--- src/common/wm_macros.svh ---
/*
 * AXI4 write master shared widths and limits
 * Bus widths, burst geometry, outstanding limit and FIFO depth
 */
`ifndef WM_MACROS_SVH
`define WM_MACROS_SVH

// Bus widths
`define WM_ADDR_WIDTH 32
`define WM_DATA_WIDTH 32

// Byte count of one request
`define WM_XFER_SIZE_WIDTH 20

// Full burst geometry, 256 beats of 4 bytes
`define WM_BURST_LEN 256
`define WM_BURST_BYTES 1024

// Bursts with an address out and no response yet
`define WM_MAX_OUTSTANDING 32

// Stream buffer
`define WM_FIFO_DEPTH 32

`endif

--- src/common/wm_pkg.sv ---
/*
 * AXI4 write master types
 * Vector types for addresses, data and counts, plus the packed structs
 * that carry the request, the derived plan and the AXI payloads
 */
`include "wm_macros.svh"

package wm_pkg;

  typedef logic [`WM_ADDR_WIDTH-1:0]                            addr_t;
  typedef logic [`WM_DATA_WIDTH-1:0]                            data_t;
  typedef logic [`WM_DATA_WIDTH/8-1:0]                          strb_t;
  typedef logic [`WM_XFER_SIZE_WIDTH-1:0]                       xfer_size_t;
  // Beat index in a burst, same encoding as AWLEN
  typedef logic [$clog2(`WM_BURST_LEN)-1:0]                     beat_cnt_t;
  typedef logic [`WM_XFER_SIZE_WIDTH-$clog2(`WM_BURST_BYTES)-1:0] burst_cnt_t;
  typedef logic [$clog2(`WM_MAX_OUTSTANDING+1)-1:0]             credit_t;

  typedef struct packed {
    addr_t      addr;
    xfer_size_t xfer_size;
  } ctrl_req_t;

  // Request after alignment and splitting into bursts
  typedef struct packed {
    addr_t      base_addr;
    burst_cnt_t last_burst;
    beat_cnt_t  final_len;
    strb_t      final_strb;
  } xfer_plan_t;

  typedef struct packed {
    addr_t     addr;
    beat_cnt_t len;
  } aw_req_t;

  typedef struct packed {
    data_t data;
    strb_t strb;
    logic  last;
  } w_beat_t;

endpackage

--- src/wm_counter.sv ---
`timescale 1ns/1ps
/*
 * Loadable up/down counter with a zero flag
 * Load has priority, otherwise it steps when incr and decr differ
 */
module wm_counter #(
  parameter int               width       = 8,
  parameter logic [width-1:0] reset_value = '0
) (
  input  logic             aclk,
  input  logic             areset,
  input  logic             load,
  input  logic             incr,
  input  logic             decr,
  input  logic [width-1:0] load_value,
  output logic [width-1:0] count,
  output logic             is_zero
);

  always_ff @(posedge aclk) begin
    if (areset) begin
      count <= reset_value;
    end else if (load) begin
      count <= load_value;
    end else if (incr && !decr) begin
      count <= count + 1'b1;
    end else if (decr && !incr) begin
      count <= count - 1'b1;
    end
  end

  assign is_zero = (count == '0);

  // Callers must never step below zero
  a_no_underflow : assert property (@(posedge aclk) disable iff (areset)
    (decr && !incr && !load) |-> !is_zero)
    else $error("wm_counter stepped down from zero");

endmodule

--- src/wm_data_fifo.sv ---
`timescale 1ns/1ps
/*
 * Stream word buffer
 * Synchronous first-word-fall-through FIFO, circular storage with
 * registered valid and full flags
 */
`include "wm_macros.svh"

module wm_data_fifo (
  input  logic          aclk,
  input  logic          areset,
  input  logic          push,
  input  wm_pkg::data_t push_data,
  output logic          full,
  input  logic          pop,
  output logic          pop_valid,
  output wm_pkg::data_t pop_data
);
  import wm_pkg::*;

  localparam int depth     = `WM_FIFO_DEPTH;
  localparam int ptr_width = $clog2(depth);

  data_t                mem [depth];
  logic [ptr_width-1:0] wr_ptr;
  logic [ptr_width-1:0] rd_ptr;
  logic [ptr_width:0]   count;
  logic [ptr_width:0]   count_next;

  always_ff @(posedge aclk) begin
    if (push) begin
      mem[wr_ptr] <= push_data;
    end
  end

  // Head of the queue is always on the output
  assign pop_data = mem[rd_ptr];

  always_comb begin
    count_next = count;
    if (push && !pop) begin
      count_next = count + 1'b1;
    end else if (pop && !push) begin
      count_next = count - 1'b1;
    end
  end

  // Pointers wrap naturally, depth is a power of two
  always_ff @(posedge aclk) begin
    if (areset) begin
      wr_ptr    <= '0;
      rd_ptr    <= '0;
      count     <= '0;
      pop_valid <= 1'b0;
      full      <= 1'b0;
    end else begin
      if (push) begin
        wr_ptr <= wr_ptr + 1'b1;
      end
      if (pop) begin
        rd_ptr <= rd_ptr + 1'b1;
      end
      count     <= count_next;
      pop_valid <= (count_next != '0);
      full      <= (count_next == depth[ptr_width:0]);
    end
  end

  a_no_overflow : assert property (@(posedge aclk) disable iff (areset) push |-> !full)
    else $error("wm_data_fifo push while full");
  a_no_underflow : assert property (@(posedge aclk) disable iff (areset) pop |-> pop_valid)
    else $error("wm_data_fifo pop while empty");

endmodule

--- src/wm_request.sv ---
`timescale 1ns/1ps
/*
 * Request capture for the write master
 * Registers address and byte count, then derives the aligned base,
 * the burst count, the final burst length and the last-beat strobe
 */
`include "wm_macros.svh"

module wm_request (
  input  logic               aclk,
  input  logic               areset,
  input  logic               ctrl_start,
  input  wm_pkg::ctrl_req_t  ctrl_req,
  output wm_pkg::xfer_plan_t plan,
  output logic               start
);
  import wm_pkg::*;

  localparam int    word_bits   = $clog2(`WM_DATA_WIDTH/8);
  localparam int    burst_bits  = $clog2(`WM_BURST_LEN);
  localparam int    beats_width = `WM_XFER_SIZE_WIDTH - word_bits;
  localparam addr_t burst_mask  = addr_t'(`WM_BURST_BYTES - 1);

  logic                   start_d1;
  ctrl_req_t              req_r;
  logic [word_bits-1:0]   byte_rem;
  logic [beats_width-1:0] size_words;
  logic [beats_width-1:0] beats_m1;
  strb_t                  final_strb;

  // Two stage start so the plan is ready with the pulse
  always_ff @(posedge aclk) begin
    if (areset) begin
      start_d1 <= 1'b0;
      start    <= 1'b0;
    end else begin
      start_d1 <= ctrl_start;
      start    <= start_d1;
    end
  end

  // Stage 1
  always_ff @(posedge aclk) begin
    if (ctrl_start) begin
      req_r <= ctrl_req;
    end
  end

  assign byte_rem   = req_r.xfer_size[word_bits-1:0];
  assign size_words = req_r.xfer_size[`WM_XFER_SIZE_WIDTH-1:word_bits];
  // Round up to whole words, in AXI length form
  assign beats_m1   = (byte_rem == '0) ? size_words - 1'b1 : size_words;

  // Low size mod 4 bytes enabled, all of them on a whole word
  always_comb begin
    for (int i = 0; i < $bits(strb_t); i++) begin
      final_strb[i] = (byte_rem == '0) || (i < byte_rem);
    end
  end

  ////////////////////
  // Stage 2
  ////////////////////
  always_ff @(posedge aclk) begin
    if (start_d1) begin
      plan.base_addr  <= req_r.addr & ~burst_mask;
      plan.last_burst <= beats_m1[beats_width-1:burst_bits];
      plan.final_len  <= beats_m1[burst_bits-1:0];
      plan.final_strb <= final_strb;
    end
  end

endmodule

--- src/wm_write_master.sv ---
`timescale 1ns/1ps
/*
 * AXI4 write master top level
 * Stream words are buffered, then written as incrementing bursts
 * with address, data and response handled by separate channels
 */
module wm_write_master (
  input  logic              aclk,
  input  logic              areset,
  // Control
  input  logic              ctrl_start,
  input  wm_pkg::ctrl_req_t ctrl_req,
  output logic              ctrl_done,
  // Stream in
  input  logic              s_axis_tvalid,
  output logic              s_axis_tready,
  input  wm_pkg::data_t     s_axis_tdata,
  // AXI write address
  output logic              m_axi_awvalid,
  input  logic              m_axi_awready,
  output wm_pkg::aw_req_t   m_axi_aw,
  // AXI write data
  output logic              m_axi_wvalid,
  input  logic              m_axi_wready,
  output wm_pkg::w_beat_t   m_axi_w,
  // AXI write response
  input  logic              m_axi_bvalid,
  output logic              m_axi_bready
);
  import wm_pkg::*;

  xfer_plan_t plan;
  logic       start;
  logic       fifo_full;
  logic       fifo_push;
  logic       fifo_valid;
  logic       fifo_pop;
  data_t      fifo_data;

  assign s_axis_tready = ~fifo_full;
  assign fifo_push     = s_axis_tvalid & s_axis_tready;

  wm_request u_request (
    .aclk       (aclk),
    .areset     (areset),
    .ctrl_start (ctrl_start),
    .ctrl_req   (ctrl_req),
    .plan       (plan),
    .start      (start)
  );

  wm_data_fifo u_data_fifo (
    .aclk      (aclk),
    .areset    (areset),
    .push      (fifo_push),
    .push_data (s_axis_tdata),
    .full      (fifo_full),
    .pop       (fifo_pop),
    .pop_valid (fifo_valid),
    .pop_data  (fifo_data)
  );

  wm_w_channel u_w_channel (
    .aclk         (aclk),
    .areset       (areset),
    .start        (start),
    .plan         (plan),
    .fifo_valid   (fifo_valid),
    .fifo_data    (fifo_data),
    .fifo_pop     (fifo_pop),
    .m_axi_wvalid (m_axi_wvalid),
    .m_axi_wready (m_axi_wready),
    .m_axi_w      (m_axi_w)
  );

  wm_aw_channel u_aw_channel (
    .aclk          (aclk),
    .areset        (areset),
    .start         (start),
    .plan          (plan),
    .m_axi_wvalid  (m_axi_wvalid),
    .m_axi_wlast   (m_axi_w.last),
    .m_axi_wready  (m_axi_wready),
    .m_axi_awvalid (m_axi_awvalid),
    .m_axi_awready (m_axi_awready),
    .m_axi_aw      (m_axi_aw),
    .m_axi_bvalid  (m_axi_bvalid)
  );

  wm_b_channel u_b_channel (
    .aclk         (aclk),
    .areset       (areset),
    .start        (start),
    .plan         (plan),
    .m_axi_bvalid (m_axi_bvalid),
    .m_axi_bready (m_axi_bready),
    .ctrl_done    (ctrl_done)
  );

endmodule

--- src/write_channels/wm_aw_channel.sv ---
`timescale 1ns/1ps
/*
 * AXI4 write address channel
 * Watches W for the first beat of each burst and issues one address
 * per first beat, stepping by a full burst, within the credit limit
 */
`include "wm_macros.svh"

module wm_aw_channel (
  input  logic               aclk,
  input  logic               areset,
  input  logic               start,
  input  wm_pkg::xfer_plan_t plan,
  input  logic               m_axi_wvalid,
  input  logic               m_axi_wlast,
  input  logic               m_axi_wready,
  output logic               m_axi_awvalid,
  input  logic               m_axi_awready,
  output wm_pkg::aw_req_t    m_axi_aw,
  input  logic               m_axi_bvalid
);
  import wm_pkg::*;

  localparam addr_t     burst_step = addr_t'(`WM_BURST_BYTES);
  localparam beat_cnt_t full_len   = beat_cnt_t'(`WM_BURST_LEN - 1);

  logic  wxfer;
  logic  awxfer;
  logic  bxfer;
  logic  wfirst;
  logic  first_seen;
  logic  first_beat;
  logic  no_pending;
  logic  final_burst;
  logic  no_credit;
  addr_t addr;

  assign wxfer  = m_axi_wvalid & m_axi_wready;
  assign awxfer = m_axi_awvalid & m_axi_awready;
  // bready is tied high in the response channel
  assign bxfer  = m_axi_bvalid;

  ////////////////////
  // First beat detect
  ////////////////////
  // Counted once even when the beat waits on wready
  assign first_beat = m_axi_wvalid & wfirst & ~first_seen;

  always_ff @(posedge aclk) begin
    if (areset) begin
      wfirst     <= 1'b1;
      first_seen <= 1'b0;
    end else begin
      if (wxfer) begin
        wfirst <= m_axi_wlast;
      end
      if (wxfer) begin
        first_seen <= 1'b0;
      end else if (first_beat) begin
        first_seen <= 1'b1;
      end
    end
  end

  // First beats seen with no address issued yet
  wm_counter #(
    .width ($bits(burst_cnt_t))
  ) u_pending_cnt (
    .aclk       (aclk),
    .areset     (areset),
    .load       (1'b0),
    .incr       (first_beat),
    .decr       (awxfer),
    .load_value ('0),
    .count      (),
    .is_zero    (no_pending)
  );

  // Addresses still to issue after the current one
  wm_counter #(
    .width ($bits(burst_cnt_t))
  ) u_burst_cnt (
    .aclk       (aclk),
    .areset     (areset),
    .load       (start),
    .incr       (1'b0),
    .decr       (awxfer & ~final_burst),
    .load_value (plan.last_burst),
    .count      (),
    .is_zero    (final_burst)
  );

  // Free slots for bursts awaiting a response
  wm_counter #(
    .width       ($bits(credit_t)),
    .reset_value (credit_t'(`WM_MAX_OUTSTANDING))
  ) u_credit_cnt (
    .aclk       (aclk),
    .areset     (areset),
    .load       (1'b0),
    .incr       (bxfer),
    .decr       (awxfer),
    .load_value ('0),
    .count      (),
    .is_zero    (no_credit)
  );

  ////////////////////
  // Address issue
  ////////////////////
  always_ff @(posedge aclk) begin
    if (areset) begin
      m_axi_awvalid <= 1'b0;
    end else if (!m_axi_awvalid) begin
      m_axi_awvalid <= ~no_pending & ~no_credit;
    end else if (m_axi_awready) begin
      m_axi_awvalid <= 1'b0;
    end
  end

  always_ff @(posedge aclk) begin
    if (start) begin
      addr <= plan.base_addr;
    end else if (awxfer) begin
      addr <= addr + burst_step;
    end
  end

  assign m_axi_aw.addr = addr;
  assign m_axi_aw.len  = final_burst ? plan.final_len : full_len;

  // A waiting address keeps valid and payload until accepted
  a_aw_stable : assert property (@(posedge aclk) disable iff (areset)
    (m_axi_awvalid && !m_axi_awready) |=> (m_axi_awvalid && $stable(m_axi_aw)))
    else $error("wm_aw_channel AW changed while waiting");

endmodule

--- src/write_channels/wm_b_channel.sv ---
`timescale 1ns/1ps
/*
 * AXI4 write response channel
 * Counts responses and pulses done after the final one
 */
module wm_b_channel (
  input  logic               aclk,
  input  logic               areset,
  input  logic               start,
  input  wm_pkg::xfer_plan_t plan,
  input  logic               m_axi_bvalid,
  output logic               m_axi_bready,
  output logic               ctrl_done
);
  import wm_pkg::*;

  logic bxfer;
  logic final_resp;

  // Responses are always accepted
  assign m_axi_bready = 1'b1;
  assign bxfer        = m_axi_bvalid & m_axi_bready;

  // Responses still due after the next one
  wm_counter #(
    .width ($bits(burst_cnt_t))
  ) u_resp_cnt (
    .aclk       (aclk),
    .areset     (areset),
    .load       (start),
    .incr       (1'b0),
    .decr       (bxfer & ~final_resp),
    .load_value (plan.last_burst),
    .count      (),
    .is_zero    (final_resp)
  );

  always_ff @(posedge aclk) begin
    if (areset) begin
      ctrl_done <= 1'b0;
    end else begin
      ctrl_done <= bxfer & final_resp;
    end
  end

endmodule

--- src/write_channels/wm_w_channel.sv ---
`timescale 1ns/1ps
/*
 * AXI4 write data channel
 * Passes FIFO words onto W while running, counts beats and bursts
 * to place WLAST and the partial strobe of the final beat
 */
`include "wm_macros.svh"

module wm_w_channel (
  input  logic               aclk,
  input  logic               areset,
  input  logic               start,
  input  wm_pkg::xfer_plan_t plan,
  input  logic               fifo_valid,
  input  wm_pkg::data_t      fifo_data,
  output logic               fifo_pop,
  output logic               m_axi_wvalid,
  input  logic               m_axi_wready,
  output wm_pkg::w_beat_t    m_axi_w
);
  import wm_pkg::*;

  localparam beat_cnt_t full_len = beat_cnt_t'(`WM_BURST_LEN - 1);

  logic       running;
  logic       wxfer;
  logic       beat_last;
  logic       final_burst;
  logic       final_transfer;
  logic       next_is_final;
  logic       beat_load;
  beat_cnt_t  beat_load_value;
  burst_cnt_t bursts_left;

  // Nothing leaves the FIFO before the plan is known
  assign m_axi_wvalid   = fifo_valid & running;
  assign wxfer          = m_axi_wvalid & m_axi_wready;
  assign fifo_pop       = wxfer;
  assign final_transfer = wxfer & beat_last & final_burst;

  always_ff @(posedge aclk) begin
    if (areset) begin
      running <= 1'b0;
    end else if (start) begin
      running <= 1'b1;
    end else if (final_transfer) begin
      running <= 1'b0;
    end
  end

  ////////////////////
  // Beat counting
  ////////////////////
  // At start the first burst is the final one when only one is planned
  assign next_is_final   = start ? (plan.last_burst == '0) : (bursts_left == burst_cnt_t'(1));
  assign beat_load       = start | (wxfer & beat_last);
  assign beat_load_value = next_is_final ? plan.final_len : full_len;

  // Beats left in the current burst, zero marks WLAST
  wm_counter #(
    .width       ($bits(beat_cnt_t)),
    .reset_value (full_len)
  ) u_beat_cnt (
    .aclk       (aclk),
    .areset     (areset),
    .load       (beat_load),
    .incr       (1'b0),
    .decr       (wxfer),
    .load_value (beat_load_value),
    .count      (),
    .is_zero    (beat_last)
  );

  // Bursts left after the current one
  wm_counter #(
    .width ($bits(burst_cnt_t))
  ) u_burst_cnt (
    .aclk       (aclk),
    .areset     (areset),
    .load       (start),
    .incr       (1'b0),
    .decr       (wxfer & beat_last & ~final_burst),
    .load_value (plan.last_burst),
    .count      (bursts_left),
    .is_zero    (final_burst)
  );

  assign m_axi_w.data = fifo_data;
  // Partial strobe only on the very last beat
  assign m_axi_w.strb = (beat_last & final_burst) ? plan.final_strb : '1;
  assign m_axi_w.last = beat_last;

endmodule
--- config.mk ---
export PLATFORM = sky130hd
export DESIGN_NAME = wm_write_master
export DESIGN_NICKNAME = d
export VERILOG_FILES = /design/src/common/wm_pkg.sv /design/src/wm_counter.sv /design/src/wm_data_fifo.sv /design/src/wm_request.sv /design/src/wm_write_master.sv /design/src/write_channels/wm_aw_channel.sv /design/src/write_channels/wm_b_channel.sv /design/src/write_channels/wm_w_channel.sv
export VERILOG_INCLUDE_DIRS = /design/src /design/src/common
export SDC_FILE = /design/constraint.sdc
export NUM_CORES = 1
export LEC_CHECK = 0
export BUFFER_PORTS_ARGS = -buffer_cell sky130_fd_sc_hd__buf_2
export CAP_MARGIN = 0
export CORE_ASPECT_RATIO = 1.5
export CORE_MARGIN = 3
export CORE_UTILIZATION = 60
export DETAILED_ROUTE_END_ITERATION = 10
export PLACE_DENSITY = 0.88
export SLEW_MARGIN = 10
export SYNTH_ARGS = -nofsm -noshare
export SYNTH_HDL_FRONTEND = slang
export SYNTH_SLANG_ARGS = --single-unit
--- constraint.sdc ---
create_clock -name aclk -period 4.9 [get_ports aclk]
set_input_delay 0.735 -clock aclk [delete_from_list [all_inputs] [get_ports aclk]]
set_output_delay 0.735 -clock aclk [all_outputs]
set_load 0.05 [all_outputs]
==> impl.org <==
** Status
- Run status :: completed

** Clock tree
- After clock tree synthesis, the clock-pin slew on the worst setup and hold paths is 0.06 ns.
- Number of sinks handled by clock tree synthesis :: 1,215
- The clock reaches the later pin of the worst-skew pair after 0.69 ns.
- CTS Buf Count :: 104
- The root buffer cell chosen for the clock tree is sky130_fd_sc_hd__clkbuf_16.
- The longest clock path from root to sink contains 3 buffers.
- The clock tree synthesis step divided the H-tree into 3 levels.
- TritonCTS built the clock tree.
- Number of buffers inserted for hold repair after clock tree synthesis :: 0
- Setup Buffers After CTS :: 0
- Gates resized during post-CTS repair numbered 0.

** Routing
- Number of vias per cell after detailed routing :: 6.88
- Aggregate routed wire length :: 120 mm
- Remaining design rule violation count :: 0
- The routed layout has 25,068 vias.
- After detailed routing, the average wire length per cell comes to 33.1 µm.
- The count of nets left with antenna violations once routing finished came out at 0.
- The first routing iteration left 2,985 violations.
- The first detailed-routing pass ran for 6 iterations.

** STA
- Sum of negative setup slack :: 0 ns
- Number of hold violations in the final report :: 0
- RSZ-0062 raised after global routing :: false
- Hold timing on the final database bottoms out at a slack of 0.224 ns.
- After layout, the worst path uses 87.1% of the clock period.
- Final worst slack :: 0.634 ns
- Clock skew :: 0.0447 ns
- Headroom to the max-slew limit came out at 13.4%.
- After layout, the minimum clock period comes to 4.27 ns.
- Max-slew violations :: 0
- Setup violations remaining at the end of the flow were counted as 0.
- Max frequency :: 234 MHz
- At the pin with the least slew margin, the transition time is 1.30 ns.

** Floorplan
- For this configuration, the core starts out at a cell density of 60.6%.
- From bottom edge to top edge, the die measures 351 µm.
- Total die area :: 83,000 µm²
- Row generation in the floorplan step produced 126 rows.
- Number of top-level pins :: 173
- Core region area :: 78,800 µm²
- In this run the horizontal extent of the chip is 236 µm.

** Synthesis
- Counting flops and latches in the post-synthesis netlist gives 1,215.
- Top cells by area, synth :: sky130_fd_sc_hd__edfxtp_1 71%, sky130_fd_sc_hd__mux4_2 15%, sky130_fd_sc_hd__dfxtp_1 3.5%
- Main combinational cell family by area after synthesis :: multiplexers
- Compound-gate portion of the synthesized area :: 2.16%
- Of the post-synthesis cell area, the dominant cell type holds 71.2%.
- In the synthesized netlist, the cells that appear most often are 1,131 x sky130_fd_sc_hd__edfxtp_1, 320 x sky130_fd_sc_hd__mux4_2, 88 x sky130_fd_sc_hd__nor2_1.
- Asr flop ratio synth :: 0%
- Counting every instance in the synthesized netlist gives 2,322.
- Summing the areas of all and, or, nand and nor instances in the mapped netlist gives 3.46% of the synthesized area.
- By instance count, the leading cell after synthesis is sky130_fd_sc_hd__edfxtp_1.
- The netlist uses 65 different library cells.
- Counting flops with a built-in enable in the synthesized netlist gives 1,131.
- Number of warnings issued by yosys :: 0
- Adder-cell area share of the yosys netlist :: 0.870%
- Sequential cell area fraction in the yosys report :: 74.7%
- Proportion of synthesized area in mux cells :: 16.0%
- Cell area after synthesis :: 47,700 µm²
- Mean post-synth cell area :: 20.6 µm²
- The synthesized netlist devotes 1.45% of its cell area to XOR and XNOR gates.
- Most area-hungry cell type in the Yosys netlist :: sky130_fd_sc_hd__edfxtp_1
- The most used flip-flop cell after synthesis is sky130_fd_sc_hd__edfxtp_1.

** Place
- Worst Setup Slack post-DPL :: 1.32 ns
- After detailed placement, the total cell area comes to 50,300 µm².
- Port Buf Inserts :: 150
- The HPWL after detailed placement is 64.4 mm.
- The congestion estimate from routability-driven global placement came to 0.848.

** Hold path
- Counting instances, the worst hold path has a depth of 1.
- The tightest min-delay check is of the primary input to flip-flop type.

** Critical path
- Type of the worst setup path :: flip-flop to output pin
- In this run the worst path has a maximum fanout of 64.
- Data arrives at the worst endpoint at 3.53 ns.
- STA classifies the critical path endpoint as an output pin.
- Depth of the most critical reg-to-reg path :: 11
- For the worst setup path, the data required time is 4.16 ns.
- STA classifies the critical path startpoint as a flip-flop.

** Cells and area
- Finished layout cell area :: 53,700 µm²
- FF+latch area :: 35,700 µm²
- Final nets :: 2,649
- The area growth from synthesis to layout is 12.6%.
- Fraction of final layout cells with drive strength greater than 1 :: 29.9%
- The layout has 4,542 filler cells.
- In the final layout, the multi-input gates occupy 11,700 µm².

** Power
- In this run the power density over the cells is 406 nW/µm².
- Power spent charging and discharging nets :: 0.00502 W
- Power share of the sequential group :: 54.1%
- In this run the static leakage power is 16.7 nW.
- Switching Share :: 23.0%
- Comb power frac :: 7.7%
- Int Pwr :: 0.0168 W
- Peak supply drop :: 382 µV
- Clock group share of total power :: 38.3%

** Global route
- The number of global-route vias before repair came to 25,888.
- Remaining Overflow, GRT :: 0
- Initial antenna violation count :: 9
- Total global routing track utilization :: 29.3%
- Pin count of the biggest net entering global routing :: 65
- Wire length of the first global-routing pass :: 175 mm

** Flow run
- Max-cap violations in this run came to 0.
==> flip-flops by register name, indices dropped and copies added (netlist names), named ones only <==
| signal | flops |
|---|---|
| u_data_fifo.mem | 1024 |
| u_data_fifo.rd_ptr | 5 |
| u_aw_channel.u_credit_cnt.count | 6 |
| u_aw_channel.wfirst | 1 |
| u_request.plan | 43 |
| u_data_fifo.pop_valid | 1 |
| u_request.req_r | 40 |
| u_aw_channel.u_burst_cnt.count | 10 |
| u_data_fifo.wr_ptr | 5 |
| u_data_fifo.full | 1 |
| u_data_fifo.count | 6 |
| u_aw_channel.u_pending_cnt.count | 10 |
| u_request.byte_rem | 2 |
| u_aw_channel.m_axi_awvalid | 1 |
| u_w_channel.u_beat_cnt.count | 8 |
| u_w_channel.u_burst_cnt.count | 10 |
| u_aw_channel.addr | 22 |
| u_b_channel.ctrl_done | 1 |
| u_b_channel.u_resp_cnt.count | 10 |
| u_request.start | 1 |
| u_w_channel.running | 1 |
| u_request.start_d1 | 1 |
| u_aw_channel.first_seen | 1 |
==> layout make-up <==
| cell class | instances | area share (%) |
|---|---|---|
| Tap cell | 1024 | 2.38 |
| Multi-Input combinational cell | 963 | 21.8 |
| Sequential cell | 1215 | 66.4 |
| Clock inverter | 67 | 1.31 |
| Inverter | 33 | 0.230 |
| Timing Repair Buffer | 209 | 2.83 |
| Antenna cell | 6 | 0.0279 |
| Clock buffer | 125 | 5.05 |
==> cell families (layout without fill, tap and decap cells) <==
family | count (synthesis) | count (layout)
XOR/XNOR | 79 | 79
buffers and inverters | 154 | 434
AND/OR/NAND/NOR | 320 | 320
other | 2 | 18
AO/OA/AOI/OAI | 160 | 160
flip-flops | 1215 | 1215
multiplexers | 360 | 360
adder cells (fa/ha/maj) | 32 | 32
==> worst max-delay path, cell delays in order, from the launching register on <==
cell and delay (ns):
sky130_fd_sc_hd__dfxtp_4 0.64, sky130_fd_sc_hd__buf_12 0.46, sky130_fd_sc_hd__mux4_2 0.59, sky130_fd_sc_hd__mux4_2 0.51, sky130_fd_sc_hd__mux2_2 0.32, sky130_fd_sc_hd__buf_2 0.23
==> power by group through the flow <==
stage,registers [W],clock network [W],logic (W)
2_1_floorplan,0.0121,0,0.00106
3_3_place_gp,0.0120,0,0.00154
3_5_place_dp,0.0120,0,0.00164
4_1_cts,0.0118,0.00843,0.00167
5_1_grt,0.0118,0.00880,0.00180
6_report,0.0118,0.00835,0.00167
==> final timing paths <==
| kind | slack [ns] | end | from |
|---|---|---|---|
| setup / recovery | 0.63 | m_axi_w[31] | flip-flop |
| hold reg to reg | 0.42 | u_request.plan[34] | u_request.req_r[32] |
| hold / removal | 0.22 | u_request.req_r[9] | ctrl_req[9] |
| setup reg to reg | 1.67 | u_aw_channel.u_pending_cnt.count[9] | u_w_channel.running |
==> layer usage <==
metal  routed length [µm]  vias to the layer above  share of wire (%)  GRT usage (%)
met4                 6480                        8                5.4           14.1
met1                39700                    12851                 33           35.7
met2                63100                     1848                 52           50.9
met3                11100                      409                9.2           5.62
li1                     -                     9952                  -              -
met5                   47                        -              0.039              0
==> cells in the final DEF (no fill, tap or decap), types with 10 or more instances in the layout <==
| master | netlist | layout |
|---|---|---|
| sky130_fd_sc_hd__buf_12 | 0 | 26 |
| sky130_fd_sc_hd__xnor2_1 | 47 | 47 |
| sky130_fd_sc_hd__xor2_1 | 32 | 32 |
| sky130_fd_sc_hd__or2_2 | 11 | 11 |
| sky130_fd_sc_hd__nor4_1 | 17 | 17 |
| sky130_fd_sc_hd__clkbuf_16 | 0 | 105 |
| sky130_fd_sc_hd__mux4_2 | 320 | 320 |
| sky130_fd_sc_hd__o21ai_0 | 38 | 38 |
| sky130_fd_sc_hd__a21oi_1 | 36 | 36 |
| sky130_fd_sc_hd__a21boi_0 | 22 | 22 |
| sky130_fd_sc_hd__clkinv_2 | 0 | 15 |
| sky130_fd_sc_hd__nand4_1 | 14 | 14 |
| sky130_fd_sc_hd__clkinv_1 | 0 | 20 |
| sky130_fd_sc_hd__nand3_1 | 24 | 24 |
| sky130_fd_sc_hd__bufinv_16 | 0 | 12 |
| sky130_fd_sc_hd__nor2_1 | 88 | 56 |
| sky130_fd_sc_hd__clkbuf_1 | 71 | 19 |
| sky130_fd_sc_hd__inv_1 | 33 | 33 |
| sky130_fd_sc_hd__ha_1 | 30 | 30 |
| sky130_fd_sc_hd__mux2_2 | 34 | 34 |
| sky130_fd_sc_hd__buf_4 | 13 | 33 |
| sky130_fd_sc_hd__nor3_1 | 23 | 23 |
| sky130_fd_sc_hd__buf_2 | 12 | 150 |
| sky130_fd_sc_hd__conb_1 | 2 | 12 |
| sky130_fd_sc_hd__edfxtp_1 | 1131 | 1131 |
| sky130_fd_sc_hd__nand2_1 | 71 | 71 |
| sky130_fd_sc_hd__or3_1 | 10 | 10 |
| sky130_fd_sc_hd__nor2_4 | 0 | 32 |
| sky130_fd_sc_hd__dfxtp_1 | 84 | 77 |
| sky130_fd_sc_hd__o21a_1 | 15 | 15 |
==> stage by stage <==
step | total power [W] | instances | utilization [%]
after global placement | 0.0135 | 3444 | 63.8
after global routing | 0.0224 | 3637 | 68.2
final | 0.0218 | 3642 | 68.2
after CTS | 0.0219 | 3636 | 68.2
after detailed placement | 0.0136 | 3444 | 63.8
after floorplan | 0.0131 | 2332 | -
Note: power is estimated with default switching activity, not from simulation.
